**config.mk**
```make
export PLATFORM = sky130hd
export DESIGN_NAME = i2c_master
export DESIGN_NICKNAME = d
export VERILOG_FILES = /design/src/hdl/i2c_bus_pkg.sv /design/src/hdl/i2c_ctrl_pkg.sv /design/src/hdl/i2c_tick_gen.sv /design/src/hdl/i2c_bit_engine.sv /design/src/hdl/i2c_sequencer.sv /design/src/hdl/i2c_master.sv
export SDC_FILE = /design/constraint.sdc
export NUM_CORES = 1
export LEC_CHECK = 0
export BUFFER_PORTS_ARGS = -buffer_cell sky130_fd_sc_hd__buf_4
export CAP_MARGIN = 30
export CORE_AREA = 2 2 88 90
export CTS_CLUSTER_DIAMETER = 100
export DETAILED_ROUTE_END_ITERATION = 6
export DIE_AREA = 0 0 90 92
export PLACE_DENSITY = 0.89
export SLEW_MARGIN = 10
export SYNTH_ARGS = -nofsm -noshare
export SYNTH_HDL_FRONTEND = slang
export SYNTH_SLANG_ARGS = --single-unit
```
**constraint.sdc**
```tcl
create_clock -name i_clk -period 2.9 [get_ports i_clk]
set_input_delay 0.725 -clock i_clk [delete_from_list [all_inputs] [get_ports i_clk]]
set_output_delay 0.725 -clock i_clk [all_outputs]
set_load 0.005 [all_outputs]
```
**src/hdl/i2c_bus_pkg.sv**
```systemverilog
`default_nettype none

package i2c_bus_pkg;

    localparam int BYTE_BITS = 8;
    localparam int ADDR_BITS = 7;

    // Direction bit in the address byte
    localparam logic RW_WRITE = 1'b0;
    localparam logic RW_READ  = 1'b1;

    // Address byte, built field by field and shifted out whole
    typedef union packed {
        logic [BYTE_BITS-1:0] raw;
        struct packed {
            logic [ADDR_BITS-1:0] dev;
            logic                 rw;
        } f;
    } addr_byte_u;

endpackage

`default_nettype wire

```
**src/hdl/i2c_ctrl_pkg.sv**
```systemverilog
`default_nettype none

package i2c_ctrl_pkg;

    localparam int DIV_BITS     = 16;
    localparam int PHASES       = 4;
    localparam int PHASE_BITS   = 2;
    // SCL has been high for a full phase by the end of this one
    localparam int SAMPLE_PHASE = 2;

    // Bit operations
    localparam int OP_BITS = 3;
    localparam logic [OP_BITS-1:0] OP_START   = 3'd0;
    localparam logic [OP_BITS-1:0] OP_RESTART = 3'd1;
    localparam logic [OP_BITS-1:0] OP_STOP    = 3'd2;
    localparam logic [OP_BITS-1:0] OP_WRITE   = 3'd3;
    localparam logic [OP_BITS-1:0] OP_READ    = 3'd4;

    // Sequencer states
    localparam int ST_BITS = 4;
    localparam logic [ST_BITS-1:0] ST_IDLE      = 4'd0;
    localparam logic [ST_BITS-1:0] ST_START     = 4'd1;
    localparam logic [ST_BITS-1:0] ST_ADDR_W    = 4'd2;
    localparam logic [ST_BITS-1:0] ST_REG       = 4'd3;
    localparam logic [ST_BITS-1:0] ST_DATA_W    = 4'd4;
    localparam logic [ST_BITS-1:0] ST_RESTART   = 4'd5;
    localparam logic [ST_BITS-1:0] ST_ADDR_R    = 4'd6;
    localparam logic [ST_BITS-1:0] ST_DATA_R    = 4'd7;
    localparam logic [ST_BITS-1:0] ST_NACK      = 4'd8;
    localparam logic [ST_BITS-1:0] ST_STOP      = 4'd9;
    localparam logic [ST_BITS-1:0] ST_ACK_CHECK = 4'd10;

endpackage

`default_nettype wire

```
**src/hdl/i2c_tick_gen.sv**
```systemverilog
`timescale 1ns/10ps
`default_nettype none

module i2c_tick_gen (
    input  wire logic                              i_clk,
    input  wire logic                              i_rst,
    input  wire logic [i2c_ctrl_pkg::DIV_BITS-1:0] i_divider,
    output logic                                   o_tick
);

    logic [i2c_ctrl_pkg::DIV_BITS-1:0] count;

    always_ff @(posedge i_clk) begin
        if (i_rst) begin
            count <= '0;
        end else if (count >= i_divider) begin
            count <= '0;
        end else begin
            count <= count + 1'b1;
        end
    end

    assign o_tick = (count == i_divider);

    // Divider must hold still while the count runs
    a_count_in_range: assert property (
        @(posedge i_clk) disable iff (i_rst) count <= i_divider
    );

endmodule

`default_nettype wire

```
**src/hdl/i2c_bit_engine.sv**
```systemverilog
`timescale 1ns/10ps
`default_nettype none

module i2c_bit_engine (
    input  wire logic                             i_clk,
    input  wire logic                             i_rst,
    input  wire logic                             i_tick,
    input  wire logic                             i_op_valid,
    input  wire logic [i2c_ctrl_pkg::OP_BITS-1:0] i_op_code,
    input  wire logic                             i_op_bit,
    output logic                                  o_op_ready,
    output logic                                  o_op_done,
    output logic                                  o_rx_bit,
    input  wire logic                             i_sda,
    output logic                                  o_scl_low,
    output logic                                  o_sda_low
);

    logic                                busy;
    logic [i2c_ctrl_pkg::PHASE_BITS-1:0] phase;
    logic [i2c_ctrl_pkg::OP_BITS-1:0]    op_q;
    logic                                bit_q;

    // Pull-low pair {scl, sda} for one phase of one operation
    function automatic logic [1:0] line_levels(
        input logic [i2c_ctrl_pkg::OP_BITS-1:0]    op,
        input logic [i2c_ctrl_pkg::PHASE_BITS-1:0] ph,
        input logic                                b
    );
        logic scl_l;
        logic sda_l;
        scl_l = (ph == 2'd0) || (ph == 2'd3);
        sda_l = 1'b0;
        case (op)
            i2c_ctrl_pkg::OP_START: begin
                scl_l = (ph == 2'd3);
                sda_l = (ph != 2'd0);
            end
            // SCL up with SDA high, then a START inside the same slot
            i2c_ctrl_pkg::OP_RESTART: begin
                sda_l = (ph >= 2'd2);
            end
            i2c_ctrl_pkg::OP_STOP: begin
                scl_l = (ph == 2'd0);
                sda_l = (ph <= 2'd1);
            end
            i2c_ctrl_pkg::OP_WRITE: begin
                sda_l = !b;
            end
            default: begin
                sda_l = 1'b0;
            end
        endcase
        return {scl_l, sda_l};
    endfunction

    assign o_op_ready = !busy;

    always_ff @(posedge i_clk) begin
        if (i_rst) begin
            busy      <= 1'b0;
            phase     <= '0;
            o_op_done <= 1'b0;
            o_scl_low <= 1'b0;
            o_sda_low <= 1'b0;
        end else begin
            o_op_done <= 1'b0;
            if (!busy) begin
                if (i_op_valid) begin
                    busy                   <= 1'b1;
                    phase                  <= '0;
                    {o_scl_low, o_sda_low} <= line_levels(i_op_code, '0, i_op_bit);
                end
            end else if (i_tick) begin
                if (phase == 2'(i2c_ctrl_pkg::PHASES - 1)) begin
                    // Lines keep their last phase until the next operation
                    busy      <= 1'b0;
                    o_op_done <= 1'b1;
                end else begin
                    phase                  <= phase + 1'b1;
                    {o_scl_low, o_sda_low} <= line_levels(op_q, phase + 1'b1, bit_q);
                end
            end
        end
    end

    always_ff @(posedge i_clk) begin
        if (!busy && i_op_valid) begin
            op_q  <= i_op_code;
            bit_q <= i_op_bit;
        end
        if (busy && i_tick && op_q == i2c_ctrl_pkg::OP_READ &&
            phase == 2'(i2c_ctrl_pkg::SAMPLE_PHASE)) begin
            o_rx_bit <= i_sda;
        end
    end

    //////////////////////////////////////////////////
    // Checks

    a_no_overlap: assert property (
        @(posedge i_clk) disable iff (i_rst) busy |-> !i_op_valid
    );

    // Data bits, from either side, settle only while SCL is low
    a_sda_stable: assert property (
        @(posedge i_clk) disable iff (i_rst)
        (busy && $past(busy) && !o_scl_low && !$past(o_scl_low) &&
         (op_q == i2c_ctrl_pkg::OP_WRITE || op_q == i2c_ctrl_pkg::OP_READ))
        |-> $stable(i_sda)
    );

endmodule

`default_nettype wire

```
**src/hdl/i2c_sequencer.sv**
```systemverilog
`timescale 1ns/10ps
`default_nettype none

module i2c_sequencer (
    input  wire logic                               i_clk,
    input  wire logic                               i_rst,
    input  wire logic                               i_cmd_valid,
    input  wire logic                               i_cmd_rw,
    input  wire logic [i2c_bus_pkg::ADDR_BITS-1:0]  i_cmd_dev,
    input  wire logic [i2c_bus_pkg::BYTE_BITS-1:0]  i_cmd_reg,
    input  wire logic [i2c_bus_pkg::BYTE_BITS-1:0]  i_cmd_wdata,
    output logic                                    o_cmd_ready,
    output logic                                    o_op_valid,
    output logic [i2c_ctrl_pkg::OP_BITS-1:0]        o_op_code,
    output logic                                    o_op_bit,
    input  wire logic                               i_op_ready,
    input  wire logic                               i_op_done,
    input  wire logic                               i_rx_bit,
    output logic                                    o_rsp_valid,
    output logic                                    o_rsp_nack,
    output logic [i2c_bus_pkg::BYTE_BITS-1:0]       o_rsp_rdata
);

    logic [i2c_ctrl_pkg::ST_BITS-1:0]            state;
    logic [i2c_ctrl_pkg::ST_BITS-1:0]            ret_state;
    logic [$clog2(i2c_bus_pkg::BYTE_BITS)-1:0]   bit_cnt;
    logic                                        byte_last;
    logic                                        waiting;
    logic                                        cmd_take;
    logic [i2c_bus_pkg::BYTE_BITS-1:0]           shreg;
    logic [i2c_bus_pkg::BYTE_BITS-1:0]           reg_q;
    logic [i2c_bus_pkg::BYTE_BITS-1:0]           wdata_q;
    logic [i2c_bus_pkg::ADDR_BITS-1:0]           dev_q;
    logic                                        rw_q;
    i2c_bus_pkg::addr_byte_u                     addr_w;
    i2c_bus_pkg::addr_byte_u                     addr_r;

    assign o_cmd_ready = (state == i2c_ctrl_pkg::ST_IDLE);
    assign cmd_take    = o_cmd_ready && i_cmd_valid;
    assign byte_last   = (bit_cnt == 3'(i2c_bus_pkg::BYTE_BITS - 1));

    always_comb begin
        addr_w.f.dev = i_cmd_dev;
        addr_w.f.rw  = i2c_bus_pkg::RW_WRITE;
        addr_r.f.dev = dev_q;
        addr_r.f.rw  = i2c_bus_pkg::RW_READ;
    end

    // Operation for the current state
    always_comb begin
        o_op_bit = 1'b1;
        case (state)
            i2c_ctrl_pkg::ST_START:   o_op_code = i2c_ctrl_pkg::OP_START;
            i2c_ctrl_pkg::ST_RESTART: o_op_code = i2c_ctrl_pkg::OP_RESTART;
            i2c_ctrl_pkg::ST_NACK:    o_op_code = i2c_ctrl_pkg::OP_WRITE;
            i2c_ctrl_pkg::ST_STOP:    o_op_code = i2c_ctrl_pkg::OP_STOP;
            i2c_ctrl_pkg::ST_ADDR_W, i2c_ctrl_pkg::ST_REG,
            i2c_ctrl_pkg::ST_DATA_W, i2c_ctrl_pkg::ST_ADDR_R: begin
                o_op_code = i2c_ctrl_pkg::OP_WRITE;
                o_op_bit  = shreg[i2c_bus_pkg::BYTE_BITS-1];
            end
            default:                  o_op_code = i2c_ctrl_pkg::OP_READ;
        endcase
    end

    //////////////////////////////////////////////////
    // Transaction FSM

    always_ff @(posedge i_clk) begin
        if (i_rst) begin
            state       <= i2c_ctrl_pkg::ST_IDLE;
            ret_state   <= i2c_ctrl_pkg::ST_IDLE;
            bit_cnt     <= '0;
            waiting     <= 1'b0;
            o_op_valid  <= 1'b0;
            o_rsp_valid <= 1'b0;
            o_rsp_nack  <= 1'b0;
        end else begin
            o_rsp_valid <= 1'b0;
            if (o_op_valid && i_op_ready) begin
                o_op_valid <= 1'b0;
                waiting    <= 1'b1;
            end else if (!o_cmd_ready && !o_op_valid && !waiting) begin
                o_op_valid <= 1'b1;
            end

            if (cmd_take) begin
                state      <= i2c_ctrl_pkg::ST_START;
                bit_cnt    <= '0;
                o_rsp_nack <= 1'b0;
            end

            if (i_op_done) begin
                waiting <= 1'b0;
                case (state)
                    i2c_ctrl_pkg::ST_START:   state <= i2c_ctrl_pkg::ST_ADDR_W;
                    i2c_ctrl_pkg::ST_RESTART: state <= i2c_ctrl_pkg::ST_ADDR_R;
                    i2c_ctrl_pkg::ST_NACK:    state <= i2c_ctrl_pkg::ST_STOP;
                    i2c_ctrl_pkg::ST_ADDR_W, i2c_ctrl_pkg::ST_REG,
                    i2c_ctrl_pkg::ST_DATA_W, i2c_ctrl_pkg::ST_ADDR_R: begin
                        bit_cnt <= bit_cnt + 1'b1;
                        if (byte_last) begin
                            state <= i2c_ctrl_pkg::ST_ACK_CHECK;
                            case (state)
                                i2c_ctrl_pkg::ST_ADDR_W: ret_state <= i2c_ctrl_pkg::ST_REG;
                                i2c_ctrl_pkg::ST_DATA_W: ret_state <= i2c_ctrl_pkg::ST_STOP;
                                i2c_ctrl_pkg::ST_ADDR_R: ret_state <= i2c_ctrl_pkg::ST_DATA_R;
                                default: begin
                                    ret_state <= (rw_q == i2c_bus_pkg::RW_READ) ?
                                                 i2c_ctrl_pkg::ST_RESTART :
                                                 i2c_ctrl_pkg::ST_DATA_W;
                                end
                            endcase
                        end
                    end
                    i2c_ctrl_pkg::ST_ACK_CHECK: begin
                        // Released SDA on the ack slot means nobody answered
                        if (i_rx_bit) begin
                            o_rsp_nack <= 1'b1;
                            state      <= i2c_ctrl_pkg::ST_STOP;
                        end else begin
                            state <= ret_state;
                        end
                    end
                    i2c_ctrl_pkg::ST_DATA_R: begin
                        bit_cnt <= bit_cnt + 1'b1;
                        if (byte_last) begin
                            state <= i2c_ctrl_pkg::ST_NACK;
                        end
                    end
                    i2c_ctrl_pkg::ST_STOP: begin
                        state       <= i2c_ctrl_pkg::ST_IDLE;
                        o_rsp_valid <= 1'b1;
                    end
                    default: state <= i2c_ctrl_pkg::ST_IDLE;
                endcase
            end
        end
    end

    // Command fields and byte shifters
    always_ff @(posedge i_clk) begin
        if (cmd_take) begin
            rw_q    <= i_cmd_rw;
            dev_q   <= i_cmd_dev;
            reg_q   <= i_cmd_reg;
            wdata_q <= i_cmd_wdata;
            shreg   <= addr_w.raw;
        end else if (i_op_done) begin
            case (state)
                i2c_ctrl_pkg::ST_ADDR_W, i2c_ctrl_pkg::ST_REG,
                i2c_ctrl_pkg::ST_DATA_W, i2c_ctrl_pkg::ST_ADDR_R: begin
                    if (!byte_last) begin
                        shreg <= shreg << 1;
                    end else if (state == i2c_ctrl_pkg::ST_ADDR_W) begin
                        shreg <= reg_q;
                    end else if (state == i2c_ctrl_pkg::ST_REG) begin
                        shreg <= (rw_q == i2c_bus_pkg::RW_READ) ? addr_r.raw : wdata_q;
                    end
                end
                i2c_ctrl_pkg::ST_DATA_R: begin
                    o_rsp_rdata <= {o_rsp_rdata[i2c_bus_pkg::BYTE_BITS-2:0], i_rx_bit};
                end
                default: begin
                    shreg <= shreg;
                end
            endcase
        end
    end

    a_rsp_pulse: assert property (
        @(posedge i_clk) disable iff (i_rst) o_rsp_valid |=> !o_rsp_valid
    );

endmodule

`default_nettype wire

```
**src/hdl/i2c_master.sv**
```systemverilog
`timescale 1ns/10ps
`default_nettype none

module i2c_master (
    input  wire logic                              i_clk,
    input  wire logic                              i_rst,
    input  wire logic [i2c_ctrl_pkg::DIV_BITS-1:0] i_divider,
    input  wire logic                              i_cmd_valid,
    input  wire logic                              i_cmd_rw,
    input  wire logic [i2c_bus_pkg::ADDR_BITS-1:0] i_cmd_dev,
    input  wire logic [i2c_bus_pkg::BYTE_BITS-1:0] i_cmd_reg,
    input  wire logic [i2c_bus_pkg::BYTE_BITS-1:0] i_cmd_wdata,
    output logic                                   o_cmd_ready,
    output logic                                   o_rsp_valid,
    output logic                                   o_rsp_nack,
    output logic [i2c_bus_pkg::BYTE_BITS-1:0]      o_rsp_rdata,
    input  wire logic                              i_scl,
    input  wire logic                              i_sda,
    output logic                                   o_scl_low,
    output logic                                   o_sda_low
);

    logic                             tick;
    logic                             op_valid;
    logic [i2c_ctrl_pkg::OP_BITS-1:0] op_code;
    logic                             op_bit;
    logic                             op_ready;
    logic                             op_done;
    logic                             rx_bit;

    i2c_tick_gen u_tick_gen (
        .i_clk     (i_clk),
        .i_rst     (i_rst),
        .i_divider (i_divider),
        .o_tick    (tick)
    );

    i2c_bit_engine u_bit_engine (
        .i_clk      (i_clk),
        .i_rst      (i_rst),
        .i_tick     (tick),
        .i_op_valid (op_valid),
        .i_op_code  (op_code),
        .i_op_bit   (op_bit),
        .o_op_ready (op_ready),
        .o_op_done  (op_done),
        .o_rx_bit   (rx_bit),
        .i_sda      (i_sda),
        .o_scl_low  (o_scl_low),
        .o_sda_low  (o_sda_low)
    );

    i2c_sequencer u_sequencer (
        .i_clk       (i_clk),
        .i_rst       (i_rst),
        .i_cmd_valid (i_cmd_valid),
        .i_cmd_rw    (i_cmd_rw),
        .i_cmd_dev   (i_cmd_dev),
        .i_cmd_reg   (i_cmd_reg),
        .i_cmd_wdata (i_cmd_wdata),
        .o_cmd_ready (o_cmd_ready),
        .o_op_valid  (op_valid),
        .o_op_code   (op_code),
        .o_op_bit    (op_bit),
        .i_op_ready  (op_ready),
        .i_op_done   (op_done),
        .i_rx_bit    (rx_bit),
        .o_rsp_valid (o_rsp_valid),
        .o_rsp_nack  (o_rsp_nack),
        .o_rsp_rdata (o_rsp_rdata)
    );

    // No clock stretching, SCL must follow our own drive
    a_scl_free: assert property (
        @(posedge i_clk) disable iff (i_rst) !o_scl_low |-> i_scl
    );

endmodule

`default_nettype wire

```
* Word-level counts from Yosys, hierarchy flattened
Index checks and enable logic that the tools add are counted.
** Word-level totals
- Logic and storage cells :: 139
- Input port bits :: 45
- Register bits after elaboration :: 82
** Cells by class
- Bitwise operators :: 4
- Equal/unequal tests :: 25
- Add/sub/neg operators :: 3
- Reduce and logical (&&, ||, !) cells :: 35
- Muxes and demuxes :: 46
- $lt $le $gt $ge :: 3
** Operators with widths (number)
- $mux 8 :: 7
- $pmux 4 s6 :: 1
- $mux 1 :: 21
- $mux 4 :: 5
- $add 16x1->16 const B :: 1
- $eq 16x16->1 :: 1
- $eq 4x3->1 const B :: 4
- $ge 16x16->1 :: 1
- $reduce_and 3->1 :: 5
- $eq 3x2->1 const B :: 4
- $eq 4x4->1 const B :: 3
- $pmux 3 s4 :: 1
- $pmux 4 s3 :: 1
- $reduce_or 5->1 :: 2
- $mux 3 :: 3
- $eq 4x2->1 const B :: 2
- $mux 2 :: 4
- $reduce_bool 2->1 :: 4
- $reduce_or 2->1 :: 4
- $logic_and 1x1->1 :: 7
- $eq 2x2->1 const B :: 3
- $eq 3x3->1 const B :: 2
- $logic_not 1->1 :: 6
- $logic_not 3->1 :: 2
- other kinds (18) :: 22

* Longest topological paths before layout
Gate-level depths: netlist of run 1.
- Depth in word-level cells :: 7
- Depth in mapped cells :: 7
- Depth with buffers taken out :: 6

* Cells and area by module
From an unflattened synthesis of run 1, not the netlist that was laid out.
** Unflattened totals
- Cells, all modules :: 368
- Area, all modules :: 3958.8 sq um
** Modules (own cells, without submodules)
- i2c_sequencer :: instances 1, cells an instance 190, area each 2317.2 sq um
- i2c_tick_gen :: instances 1, cells an instance 132, area each 1134.8 sq um
- i2c_bit_engine :: instances 1, cells an instance 46, area each 506.7 sq um

* Worst setup path before layout of run 1
No wires, ideal clock.
- Path type :: input port to flip-flop
- From :: input i_divider[14] (netlist name)
- To :: register u_bit_engine.o_rx_bit, enable pin
- Arrival time :: 1999 ps
- Cell stages on the path :: 6
- Setup slack :: 575 ps
- Required time :: 2574 ps
- Cell sequence :: inv_1 ha_1 nand4_1 nor4_4 nand2_1 nor4_1
** On the way
- Cells in the longest elaborated chain, start to end :: 4
** Ends and longest elaborated chain
- start, declared :: RTL line i2c_master.sv:7 : input wire logic [i2c_ctrl_pkg::DIV_BITS-1:0] i_divider,
- $eq 16x16->1 :: RTL line i2c_tick_gen.sv:23 : assign o_tick = (count == i_divider);
- $logic_and 1x1->1 (3 in a row) :: RTL line i2c_bit_engine.sv:92 : if (busy && i_tick && op_q == i2c_ctrl_pkg::OP_READ &&
- end signal, assigned :: RTL line i2c_bit_engine.sv:94 : o_rx_bit <= i_sda;
- end, declared :: RTL line i2c_bit_engine.sv:13 : output logic o_rx_bit,
No other way between the ends.
A chain may end at the register's enable or synchronous reset.

* Worst setup path in the final report of run 1
- From :: input i_divider[15] (netlist name)
- To :: register u_bit_engine.o_rx_bit, enable pin
Same word-level chain as after synthesis.

==> results of run 1 <==
[layer usage]
layer | vias up | part of all wire
met2 | 93 | 0.51
met1 | 1517 | 0.42
met4 | 0 | 0.026
li1 | 1531 | -
met5 | - | 0
met3 | 21 | 0.042
[report_power, final]
part,total (mW),internal [mW],switching [mW]
clock network,0.688,0.303,0.385
registers,1.29,1.27,0.0218
logic,0.193,0.101,0.0915
total,2.17,1.67,0.499
[sequential cells by signal, indices dropped and copies added (netlist names), 2 cells and up]
register                 flops
u_tick_gen.count            16
u_sequencer.o_rsp_rdata      8
u_sequencer.reg_q            8
u_sequencer.shreg            8
u_sequencer.wdata_q          8
u_sequencer.dev_q            7
u_sequencer.ret_state        4
u_sequencer.state            4
u_bit_engine.op_q            3
u_sequencer.bit_cnt          3
u_bit_engine.phase           2
[worst reg2reg max path, delay by kind of cell (launching register included)]
kind | cells | cell delay (ps)
simple gates | 4 | 1080
fa+ha+maj | 1 | 360
flops | 1 | 390
[metrics by stage]
| stage | area [sq um] | worst slack (ps) |
|---|---|---|
| after floorplan | 4080 | 575 |
| after global routing | 4820 | 492 |
| final | 4820 | 603 |
| after CTS | 4820 | 620 |
| after detailed placement | 4660 | 210 |
| after global placement | 4640 | 300 |
[kinds of logic (layout without fill, tap and decap cells)]
family	count (synthesis)	in the layout	synth area share
AND/OR/NAND/NOR	133	133	0.173
flip-flops	82	82	0.510
AO/OA/AOI/OAI	62	62	0.101
buffers and inverters	44	115	0.0460
multiplexers	25	25	0.0723
adder cells (fa/ha/maj)	22	22	0.0674
XOR/XNOR	14	14	0.0300
[cell type report]
cell class	count	area [sq um]
clock buffers	10	128
well taps	102	128
clock inverters	6	33.8
fillers	576	2630
multi-input cells	256	1810
inverters	28	105
flip-flops and latches	82	2080
repair buffers	71	531
[path summary, 6_finish.rpt]
check	startpoint	endpoint	cells after the start
min	u_sequencer.o_rsp_rdata[2]	u_sequencer.o_rsp_rdata[3]	0
min reg2reg	u_sequencer.o_rsp_rdata[2]	u_sequencer.o_rsp_rdata[3]	0
max	i_divider[15]	u_bit_engine.o_rx_bit	7
max reg2reg	u_tick_gen.count[11]	u_bit_engine.o_rx_bit	5
[cell usage in the layout (no fill, tap or decap), types with 15 or more instances in the layout]
master	n
a21oi_1	15
o21ai_0	15
buf_4	70
dfxtp_1	38
edfxtp_1	44
nand2_1	27
ha_1	22
nor3_1	27
inv_1	27
nor2_1	23
[cells in the mapped netlist, drive strengths merged, types with 3 or more instances]
cell / n
nor4b: 3
a21o: 3
buf: 7
nor3: 27
nand2: 27
ha: 22
a21oi: 15
inv: 27
mux2: 15
mux2i: 10
xnor2: 12
o22ai: 4
clkbuf: 9
nand4: 7
nand3: 14
nor2: 23
o2111ai: 3
dfxtp: 38
edfxtp: 44
nor4: 9
nor2b: 5
nand2b: 6
o21ai: 16
==> results by group, run 1 <==
Run status
  – Status: complete, no violations

Detailed routing
  – Via/cell ratio: 5.70
  – Detailed-route wire length per cell: 14.7 um
  – ANT nets after route: 0
  – Drt total wl: 8140 um
  – DR pass1 iterations: 5
  – Total vias in the final route: 3162
  – Initial drt markers: 208
  – Residual DRC: 0

Timing
  – Hold violation count in the final report: 0
  – Slew HR: 0.560
  – Min Clock Period, post-route: 2300 ps
  – Worst slew pin tran: between 600 and 700 ps
  – Clock skew: 12.0 ps
  – Max Fclk: between 0.4 and 0.5 GHz
  – Tcrit/Tclk final: 0.792
  – Final setup fails: 0
  – RSZ-0062 raised after global routing: false
  – Total negative slack: 0 ps
  – Slew Limit Fails: 0
  – Hold Slack: 457 ps

Pwr
  – Static leakage: 1.87 nW
  – Tot Pwr: 2.17 mW
  – Pwr/cell area: around 450 nW/um^2
  – Maximum ir drop on the vdd rail: 0.320 mV

Logic synthesis
  – Mapped Cells: 382
  – Cell variety after synth: 58
  – Syn Std Cell Area: 4080 sq um
  – Sequential share of the synthesized area: 0.510
  – Synth async-reset ratio: 0
  – Synth warn: 0
  – Yosys top cell by area: edfxtp_1
  – Synth top area cells: edfxtp_1 32%, dfxtp_1 19%, ha_1 6.7%
  – Post-Syn Nets: 449
  – Synth Flop Type: edfxtp_1
  – Seq cells post-synth: 82
  – Yosys top cell area share: 0.324
  – Syn Area/Cell: ~11 sq um
  – Post-synth EDFFs: 44

Critical path
  – CP top delay family: simple AND/OR/NAND/NOR gates
  – Flop-to-flop setup slack: 740 ps
  – CP arrival: roughly 2300 ps
  – WP data required: 2910 ps
  – Max stage delay on crit path: 440 ps
  – WS Path Type: in -> reg
  – Worst path slowest cell: nor4_4
  – Worst-path cell chain: buf_4 > inv_1 > ha_1 > nand4_1 > nor4_4 > nand2_1 > nor4_1
  – Crit end category: flop
  – Crit path buf inv count: 2
  – Setup crit start kind: primary input
  – Worst-path maximum fanout: 3

Placement
  – Hpwl dp: approximately 5900 um
  – Placer Congestion: around 0.83
  – Placed Cells: between 500 and 600
  – # port buffers: 56

Floorplanning
  – Core ar.: around 7400 sq um
  – I/O Pins: 58
  – Die footprint: 8280 sq um
  – Die W: 90 um
  – Die height: 92 um
  – Rows: 32
  – Initial Utilization: 0.548

Cells and area
  – Nets: 515
  – Share of cells above drive strength 1: 0.230
  – Final Util: 0.647
  – Final Non-Filler Cells: 555
  – Area grow syn2layout: 18.1%
  – Diodes inserted: 0

Clock network
  – Buffers inserted during post-CTS setup optimization: 0
  – Clk Latency, worst-skew pair: ~350 ps
  – Clock slew at reported path FFs: 80 ps
  – Hold-fix buffer count after cts: 0
  – Clock buffer depth: 2
  – Post_cts resized: 0
  – TritonCTS clock tree: built
  – Total CTS buffers: 9
  – Number of H-tree levels: 3
  – CTS root buf: clkbuf_8
  – CTS Sinks: 82

Global route
  – First-pass GRT wire length: 13800 um
  – GR Util met2: 0.360
  – GRT Residual Overflow: 0
  – GR Util met1: 0.243
  – Met3 usage: 0.0427
  – GR peak layer: met2
  – Overall Global Routing Usage: 0.205
  – Initial antenna violation count: 0
  – Largest net degree at the start of global routing: 33
  – Vias in the first global route: 3103

Worst hold path
  – Hold Path Class: reg -> reg

Run
  – MaxCap Viol Count: 0
Note: power is estimated with default switching activity, not from simulation.
==> inputs of run 2 (changes only) <==
- clock period: 2.9 -> 2.2 ns (I/O delays scaled with it)
==> results by group, run 2 (synthesized netlist as in run 1, its figures left out) <==
Pwr
  – Static leakage: ~2 nW
  – Maximum ir drop on the vdd rail: 0.448 mV
  – Pwr/cell area: around 640 nW/um^2
  – Tot Pwr: 3.18 mW

Global route
  – Largest net degree at the start of global routing: 32
  – Vias in the first global route: 2981
  – Overall Global Routing Usage: 0.207
  – GRT Residual Overflow: 0
  – Initial antenna violation count: 0
  – First-pass GRT wire length: 13800 um

Placement
  – Hpwl dp: slightly below 6000 um
  – # port buffers: 56
  – Post-Place Cell Area: 4740 sq um
  – Placed Cells: 546
  – Placer Congestion: 0.861

Critical path
  – Max stage delay on crit path: 390 ps
  – WP data required: between 2000 and 2500 ps
  – Worst-path cell chain: ha_1 > nand4_1 > nor4_4 > nand2_1 > nor4_2
  – Crit Reg-Reg Startpoint: u_tick_gen.count[11]
  – Setup crit start kind: flop
  – Critical Path Start: u_tick_gen.count[11]
  – CP top delay family: simple AND/OR/NAND/NOR gates
  – Crit path buf inv count: 0
  – WS Path Type: reg -> reg
  – Worst-path maximum fanout: 6
  – CP arrival: 2070 ps
  – Worst path slowest cell: dfxtp_1
  – Crit end category: flop

Cells and area
  – Commonest cells after routing, fill and taps aside: 76 x buf_4, 44 x edfxtp_1, 38 x dfxtp_1
  – Max reg flops: 16
  – Register area: ~2100 sq um
  – Diodes inserted: 0
  – Nets: around 520
  – Final Util: 0.667
  – Largest Register: u_tick_gen.count
  – Final Non-Filler Cells: between 500 and 600
  – Area grow syn2layout: 21.7%
  – Area of the multi-input gates: 1820 sq um
  – Most common cell after layout, fill and taps aside: buf_4
  – Final Instance Area: 4970 sq um
  – Share of cells above drive strength 1: 0.248
  – FILL cells: 559

Detailed routing
  – Initial drt markers: 270
  – Residual DRC: 0
  – Total vias in the final route: 3148
  – Via/cell ratio: ~5.6
  – Detailed-route wire length per cell: approximately 15 um
  – Drt total wl: 8200 um
  – ANT nets after route: 0
  – DR pass1 iterations: 4

Clock network
  – Number of H-tree levels: 3
  – Total CTS buffers: 9
  – CTS root buf: clkbuf_8
  – CTS Sinks: 82
  – Hold-fix buffer count after cts: 0
  – Clock buffer depth: 2
  – Clock slew at reported path FFs: 90 ps
  – Clk Latency, worst-skew pair: 350 ps
  – Post_cts resized: 0
  – TritonCTS clock tree: built
  – Buffers inserted during post-CTS setup optimization: 0

Floorplanning
  – Die W: about 90 um
  – Die footprint: 8280 sq um
  – Core ar.: roughly 7400 sq um
  – Die height: 92 um
  – Initial Utilization: 0.548
  – I/O Pins: 58
  – Rows: 32

Worst hold path
  – Hold Path Class: in -> reg
  – Hold Startpoint: i_cmd_reg[3]

Timing
  – Clock skew: 14.0 ps
  – Worst slew pin tran: between 600 and 700 ps
  – Final setup fails: 0
  – Min Clock Period, post-route: 2040 ps
  – Slew HR: 0.596
  – Hold violation count in the final report: 0
  – Slew Limit Fails: 0
  – Tcrit/Tclk final: 0.926
  – Hold Slack: roughly 370 ps
  – Max Fclk: 0.491 GHz

Run
  – MaxCap Viol Count: 0

Run status
  – Status: complete, no violations
[run 2: cell count changes in the layout (fill, tap and decap cells not counted), sizes merged]
| cell | before | now |
|---|---|---|
| buf | 71 | 78 |
| bufinv | 0 | 2 |
| clkbuf | 10 | 9 |
| clkinv | 5 | 2 |
| clkinvlp | 2 | 1 |
| inv | 27 | 30 |
[run 2: layout make-up]
cell class	instances	area share
sequential	82	0.419
multi-input combinational	256	0.366
timing repair buffer	78	0.123
tap	102	0.0257
clock buffer	9	0.0249
inverter	28	0.0212
clock inverter	7	0.0202
[run 2: worst paths after layout]
check	endpoint	slack [ps]	cells after the start
worst min-delay path	u_sequencer.reg_q[3]	370	1
worst max register to register	u_bit_engine.o_rx_bit	160	5
worst min register to register	u_sequencer.o_rsp_rdata[7]	460	0
worst max-delay path	u_bit_engine.o_rx_bit	160	5
[run 2: worst reg2reg max path, delay by kind of cell (launching register included)]
kind	cells	cell delay, ps
adder cells (fa/ha/maj)	1	330
flip-flops	1	390
AND/OR/NAND/NOR	4	1010
[run 2: power breakdown]
group          switching [mW]  total (mW)  internal (mW)  leakage (nW)
Sequential             0.0317        1.70           1.67         0.721
Combinational           0.119       0.262          0.143          1.12
Clock                   0.566        1.22          0.651         0.110
Total                   0.717        3.18           2.46          1.95
[run 2: stage by stage]
stage / TNS, ps / setup WS (ps)
final: 0 / 162
after global placement: -485 / -149
after global routing: -18.0 / -18.0
after CTS: 0 / 141
after detailed placement: -1340 / -233
after floorplan: 0 / 49.8
[run 2: layer usage]
layer / part of all wire / GRT usage
met1: 0.43 / 0.260
met2: 0.51 / 0.352
met3: 0.046 / 0.0419
met4: 0.018 / 0.0859
met5: 0 / 0
